--- config.mk ---
export PLATFORM = sky130hd
export DESIGN_NAME = periph_top
export DESIGN_NICKNAME = d
export VERILOG_FILES = /design/src/rtl/periph_pkg.sv /design/src/rtl/bus_decoder.sv /design/src/rtl/gpio_bank.sv /design/src/rtl/bus_resp_mux.sv /design/src/rtl/periph_top.sv
export SDC_FILE = /design/constraint.sdc
export NUM_CORES = 1
export LEC_CHECK = 0
export BUFFER_PORTS_ARGS = -buffer_cell sky130_fd_sc_hd__buf_2
export CAP_MARGIN = 30
export CORE_MARGIN = 4
export CORE_UTILIZATION = 56
export DETAILED_ROUTE_END_ITERATION = 7
export PLACE_DENSITY = 0.88
export SLEW_MARGIN = 20
export SYNTH_ARGS = -nofsm -noshare
export SYNTH_HDL_FRONTEND = slang
export SYNTH_SLANG_ARGS = --single-unit
--- constraint.sdc ---
create_clock -name clk -period 6.6 [get_ports clk]
set_input_delay 1.32 -clock clk [delete_from_list [all_inputs] [get_ports clk]]
set_output_delay 1.32 -clock clk [all_outputs]
set_load 0.02 [all_outputs]
--- src/rtl/periph_pkg.sv ---
package periph_pkg;

	// Bus word and byte lanes
	localparam int WORD_W = 32;
	localparam int BE_W   = 4;
	localparam int BYTE_W = WORD_W / BE_W;

	// Bank map, each bank spans 4 KiB
	localparam int NUM_BANKS = 3;
	localparam int BANK_W    = 2;
	localparam int BANK_LSB  = 12;

	// Register offset field inside a bank, word aligned
	localparam int OFFS_LSB = 2;
	localparam int OFFS_W   = 2;

	// Register word offsets
	localparam logic [OFFS_W-1:0] REG_OUT    = 2'd0;
	localparam logic [OFFS_W-1:0] REG_IN     = 2'd1;
	localparam logic [OFFS_W-1:0] REG_TOGGLE = 2'd2;

	// One GPIO word, written per byte lane and read as a whole
	typedef union packed {
		logic [WORD_W-1:0]            word;
		logic [BE_W-1:0][BYTE_W-1:0] bytes;
	} gpio_word_u;

	// True when the bank field selects an existing bank
	function automatic logic bank_is_mapped(input logic [BANK_W-1:0] sel);
		return int'(sel) < NUM_BANKS;
	endfunction

endpackage

--- src/rtl/bus_decoder.sv ---
module bus_decoder import periph_pkg::*; (
	input  logic                 clk,
	input  logic                 rst_n_i,

	// Request from the master
	input  logic                 valid_i,
	input  logic [WORD_W-1:0]    addr_i,

	// Strobe per bank and the decoded selection
	output logic [NUM_BANKS-1:0] bank_valid_o,
	output logic [BANK_W-1:0]    bank_sel_o,

	// Acknowledge for unmapped addresses
	output logic                 miss_ready_o
);

	logic [BANK_W-1:0] bank_field;
	logic              mapped;
	logic              miss_valid;
	logic              miss_ready_q;

	// Bank field of the address
	assign bank_field = addr_i[BANK_LSB +: BANK_W];
	assign mapped     = bank_is_mapped(bank_field);

	// The mux reuses this, no second decode there
	assign bank_sel_o = bank_field;

	// One-hot strobe, only the addressed bank sees valid
	always_comb begin
		bank_valid_o = '0;
		for (int i = 0; i < NUM_BANKS; i++) begin
			if (bank_field == BANK_W'(i)) begin
				bank_valid_o[i] = valid_i;
			end
		end
	end

	// Unmapped request, nobody else will answer it
	assign miss_valid = valid_i && !mapped;

	// Registered miss acknowledge
	// Same rule as a bank: one cycle late, never twice in a row
	always_ff @(posedge clk) begin
		if (!rst_n_i) begin
			miss_ready_q <= 1'b0;
		end else begin
			miss_ready_q <= miss_valid && !miss_ready_q;
		end
	end

	assign miss_ready_o = miss_ready_q;

endmodule

--- src/rtl/gpio_bank.sv ---
module gpio_bank import periph_pkg::*; (
	input  logic              clk,
	input  logic              rst_n_i,

	// Bus slave port
	input  logic              valid_i,
	output logic              ready_o,

	input  logic [WORD_W-1:0] addr_i,
	input  logic [WORD_W-1:0] wdata_i,
	input  logic [BE_W-1:0]   we_i,
	output gpio_word_u        rdata_o,

	// Pins
	input  logic [WORD_W-1:0] gpio_i,
	output logic [WORD_W-1:0] gpio_o
);

	logic              ready_q;
	logic              access;
	logic              is_write;
	logic [OFFS_W-1:0] offset;

	gpio_word_u        wdata_u;
	gpio_word_u        out_q;
	gpio_word_u        out_d;
	gpio_word_u        rd_word;
	gpio_word_u        rdata_q;

	// Two-flop input synchronizer
	logic [WORD_W-1:0] sync_q;
	logic [WORD_W-1:0] in_q;

	assign offset   = addr_i[OFFS_LSB +: OFFS_W];
	assign is_write = |we_i;
	assign wdata_u  = wdata_i;

	// Accept only when not acknowledging, gives the 2 cycle repeat
	assign access = valid_i && !ready_q;

	// Next value of the output register, byte lane by byte lane
	always_comb begin
		out_d = out_q;
		if (access && is_write) begin
			for (int b = 0; b < BE_W; b++) begin
				if (we_i[b]) begin
					case (offset)
						REG_OUT: begin
							out_d.bytes[b] = wdata_u.bytes[b];
						end
						REG_TOGGLE: begin
							out_d.bytes[b] = out_q.bytes[b] ^ wdata_u.bytes[b];
						end
						default: begin
							out_d.bytes[b] = out_q.bytes[b];
						end
					endcase
				end
			end
		end
	end

	// Read word, zero for writes and for toggle or unused offsets
	always_comb begin
		rd_word = '0;
		if (!is_write) begin
			case (offset)
				REG_OUT: rd_word = out_q;
				REG_IN:  rd_word.word = in_q;
				default: rd_word = '0;
			endcase
		end
	end

	// Control, pin and sample state
	always_ff @(posedge clk) begin
		if (!rst_n_i) begin
			ready_q <= 1'b0;
			out_q   <= '0;
			sync_q  <= '0;
			in_q    <= '0;
		end else begin
			ready_q <= access;
			out_q   <= out_d;
			sync_q  <= gpio_i;
			in_q    <= sync_q;
		end
	end

	// Response data, captured with the request
	always_ff @(posedge clk) begin
		if (access) begin
			rdata_q <= rd_word;
		end
	end

	assign ready_o = ready_q;
	assign rdata_o = rdata_q;
	assign gpio_o  = out_q.word;

endmodule

--- src/rtl/bus_resp_mux.sv ---
module bus_resp_mux import periph_pkg::*; (
	// Selection from the decoder
	input  logic [BANK_W-1:0]                bank_sel_i,

	// Bank responses
	input  logic [NUM_BANKS-1:0]             bank_ready_i,
	input  gpio_word_u [NUM_BANKS-1:0]       bank_rdata_i,

	// Unmapped acknowledge, data is always zero
	input  logic                             miss_ready_i,

	// Return to the master
	output logic                             ready_o,
	output logic [WORD_W-1:0]                rdata_o
);

	logic              sel_ready;
	logic [WORD_W-1:0] sel_rdata;

	always_comb begin
		sel_ready = 1'b0;
		sel_rdata = '0;
		for (int i = 0; i < NUM_BANKS; i++) begin
			if (bank_sel_i == BANK_W'(i)) begin
				sel_ready = bank_ready_i[i];
				sel_rdata = bank_rdata_i[i].word;
			end
		end
		// No bank behind this field
		if (!bank_is_mapped(bank_sel_i)) begin
			sel_ready = miss_ready_i;
			sel_rdata = '0;
		end
	end

	assign ready_o = sel_ready;

	// Data only shows with ready
	assign rdata_o = sel_ready ? sel_rdata : '0;

endmodule

--- src/rtl/periph_top.sv ---
module periph_top import periph_pkg::*; (
	input  logic                             clk,
	input  logic                             rst_n_i,

	// Data memory port of the core
	input  logic                             valid_i,
	output logic                             ready_o,

	input  logic [WORD_W-1:0]                addr_i,
	input  logic [WORD_W-1:0]                wdata_i,
	input  logic [BE_W-1:0]                  we_i,
	output logic [WORD_W-1:0]                rdata_o,

	// GPIO pins, one word per bank
	input  logic [NUM_BANKS-1:0][WORD_W-1:0] gpio_i,
	output logic [NUM_BANKS-1:0][WORD_W-1:0] gpio_o
);

	logic [NUM_BANKS-1:0]       bank_valid;
	logic [BANK_W-1:0]          bank_sel;
	logic                       miss_ready;

	logic [NUM_BANKS-1:0]       bank_ready;
	gpio_word_u [NUM_BANKS-1:0] bank_rdata;

	bus_decoder decoder_i (
		.clk         (clk),
		.rst_n_i     (rst_n_i),

		.valid_i     (valid_i),
		.addr_i      (addr_i),

		.bank_valid_o(bank_valid),
		.bank_sel_o  (bank_sel),
		.miss_ready_o(miss_ready)
	);

	// Address, data and byte enables fan out to every bank
	for (genvar i = 0; i < NUM_BANKS; i++) begin : g_bank
		gpio_bank bank_i (
			.clk    (clk),
			.rst_n_i(rst_n_i),

			.valid_i(bank_valid[i]),
			.ready_o(bank_ready[i]),

			.addr_i (addr_i),
			.wdata_i(wdata_i),
			.we_i   (we_i),
			.rdata_o(bank_rdata[i]),

			.gpio_i (gpio_i[i]),
			.gpio_o (gpio_o[i])
		);
	end

	bus_resp_mux resp_mux_i (
		.bank_sel_i  (bank_sel),
		.bank_ready_i(bank_ready),
		.bank_rdata_i(bank_rdata),
		.miss_ready_i(miss_ready),

		.ready_o     (ready_o),
		.rdata_o     (rdata_o)
	);

endmodule

==> impl_metrics.ini <==
[clocking]
cts_resized = 0
clockBufferDepth = 3
cts_tree = done
htreeDepth = 2
cts_buffers = 40
ctsHoldBuffers = 0
clock_sinks = 388
path_clk_slew_ns = 0.06
post_cts_buffers = 0
clkLatencyLatePin_ns = 0.53
cts_root_buf = clkbuf_16

[finish]
fin_cells = 2110
area_growth_pct = 18.5
drive_gt1_share_pct = 22.8
final.fill_count = 2081
fin_nets = 1863

[timing]
slew_violations = 0
hold_violations = 0
fin_setup_tns_ns = 0
setup_viol = 0
relSlewSlack_pct = 31.2
skew_ns = 0.0175
post-route-min-period_ns = 4.75
period_share_pct = 72.0
rsz0062_at_grt = false
tightest_slew_ns = 1.03
layout_setup_ws_ns = 1.85
clock.fmax_mhz = 211

[yosys]
ys_ff_latch = 388
ys.warnings.count = 0
synth-simple-area-share_pct = 20.1
synthMuxAreaShare_pct = 8.52
synthArstFlopShare_pct = 0
synth.distinct_cells = 32
synth_compound_area_share_pct = 13.5
synth_seq_area_share_pct = 54.3
ys.flop_type = dfxtp_1
synthAdderAreaFrac_pct = 0
synth_area_per_cell_um2 = 10.7
syn_inst = 1503
synth_xor_area_share_pct = 0
synth_edf_count = 96
syn_area_um2 = 16100
syn_nets = 1670
synth_top_family_by_area = simple AND/OR/NAND/NOR gates

[routing]
antenna_left = 0
wl_um = 45400
viasPerCell = 6.07
drc = 0
drt_iter0_drc = 1225
vias = 12808
wire_per_inst_um = 21.5
drtPass1Iterations = 5

[setup_path]
worstPathRequired_ns = 5.28
worst-r2r-cell-count = 2
startpoint_type = input pin
crit_path_end_kind = output pin
critPathKind = in2out
critPathArrivalTime_ns = 3.43
worstPathMaxFanout = 44
ff2ff_setup_slack_ns = 4.45
r2r-end = g_bank[0].bank_i.rdata_o[31]
r2r_start = g_bank[0].bank_i.ready_o

[power]
p_leak_nw = 7.73
irDropWorstVdd_mv = 0.250
power_density_nw_per_um2 = 278

[placement]
pre_cts_ws_ns = 1.87
dp_hpwl_um = 26700
io_buffers = 267
routabilityCongestion = 0.777
place_inst = 2030

[grt]
grt_pass1_wl_um = 69500
gr-usage-all-layers_pct = 27.8
antenna_found_initial = 4
grt_max_degree = 185
gr-total-overflow = 0
first_global_vias = 12412

[floorplanning]
core_area_um2 = 28100
die_h_um = 177
boundaryPins = 296
start_util_pct = 57.2
rows = 61
die_w_um = 177
dieArea_um2 = 31500

[hold_path]
min_to = g_bank[1].bank_i.in_q[30]
min_from = g_bank[1].bank_i.sync_q[30]
holdPathStages = 1
hp-class = reg2reg

[outcome]
status = finished, final reports clean

[job]
maxCapViolations = 0
critical path, cell delays in order:
cell and delay [ns]:
buf_4 0.68, nor2b_4 0.05, buf_4 0.30, a2bb2oi_4 0.56
buf_16 0.25, a21oi_1 0.07, buf_2 0.16
synthesized netlist by cell type, drive strengths merged, types with 33 or more instances:
cell / instances / area share [%]
dfxtp: 292 / 36
and2: 195 / 7.6
mux2i: 129 / 8.0
nor2: 105 / 2.5
clkbuf: 102 / 2.4
and3b: 97 / 5.3
a22oi: 96 / 4.5
edfxtp: 96 / 18
o21ai: 96 / 3.0
o311ai: 96 / 5.2
nand2: 63 / 1.5
buf: 33 / 1.2
power by group:
| part | total [mW] | switching (mW) | internal (mW) |
|---|---|---|---|
| sequential | 2.55 | 0.0383 | 2.52 |
| combinational | 0.425 | 0.261 | 0.164 |
| clock | 2.31 | 0.918 | 1.39 |
| total | 5.29 | 1.22 | 4.07 |
sequential cells by signal, indices dropped and copies added (netlist names):
name / cells
g_bank.bank_i.sync_q: 96
decoder_i.miss_ready_o: 1
g_bank.bank_i.gpio_o: 96
g_bank.bank_i.in_q: 96
g_bank.bank_i.rdata_o: 96
g_bank.bank_i.ready_o: 3
cell usage in the layout, fill, tap and decap left out, types with 2 or more instances in the layout:
cell type,n
clkbuf_1,8
a21oi_1,25
nor2_1,105
mux2_2,7
clkinv_2,4
buf_12,2
a22oi_1,96
clkinv_1,3
o311ai_0,6
edfxtp_1,96
o311ai_1,90
bufinv_16,4
mux2i_1,129
o21ai_1,91
clkinvlp_4,4
nor4b_4,2
nand2_1,62
dfxtp_1,292
nor3b_1,32
diode_2,4
buf_16,4
buf_6,2
inv_6,2
and2_1,195
clkbuf_16,41
or2_2,25
clkbuf_8,9
o21ai_0,5
and3b_1,96
or4b_4,2
buf_4,13
buf_2,264
cell type report:
type	count	area, um^2	share of cell area [%]
Clock buffer	57	1170	6.12
Sequential cell	388	8730	45.8
Antenna cell	4	10.0	0.0526
Multi-Input combinational cell	980	6860	36.0
Timing Repair Buffer	286	1610	8.43
Tap cell	378	473	2.48
Clock inverter	17	199	1.04
worst max path at each step:
stage	start	end	slack, ns	cells after the start
2_1_floorplan	addr_i[12]	g_bank[0].bank_i.rdata_o[0]	0.78	4
3_3_place_gp	addr_i[12]	rdata_o[14]	1.58	6
3_5_place_dp	addr_i[12]	rdata_o[23]	1.87	7
4_1_cts	addr_i[12]	rdata_o[23]	1.86	7
5_1_grt	addr_i[12]	rdata_o[23]	1.77	7
6_report	addr_i[12]	rdata_o[23]	1.85	7
routing by layer:
| metal | track usage (%) | part of all wire (%) | up-vias |
|---|---|---|---|
| li1 | - | - | 5832 |
| met1 | 36.6 | 40 | 6188 |
| met2 | 45.7 | 48 | 660 |
| met3 | 5.69 | 8.4 | 126 |
| met4 | 10.1 | 3.1 | 2 |
| met5 | 0 | 0.026 | - |
cells by family after synthesis:
| family | count (synthesis) |
|---|---|
| DFF | 388 |
| AOI/OAI and AO/OA | 314 |
| muxes | 136 |
| and+or+nand+nor | 530 |
| buffers and inverters | 135 |
through the flow:
step                hold WS, ns  total power, mW  util [%]  instance area, um^2
global route              0.436             5.45      67.8                19000
CTS                       0.430             5.30      67.6                19000
floorplan                 0.392             2.86         -                16100
global placement          0.406             3.00      62.3                17500
detailed placement        0.418             3.02      62.7                17600
finish                    0.427             5.29      67.8                19000
Power figures use the tool's default switching activity.
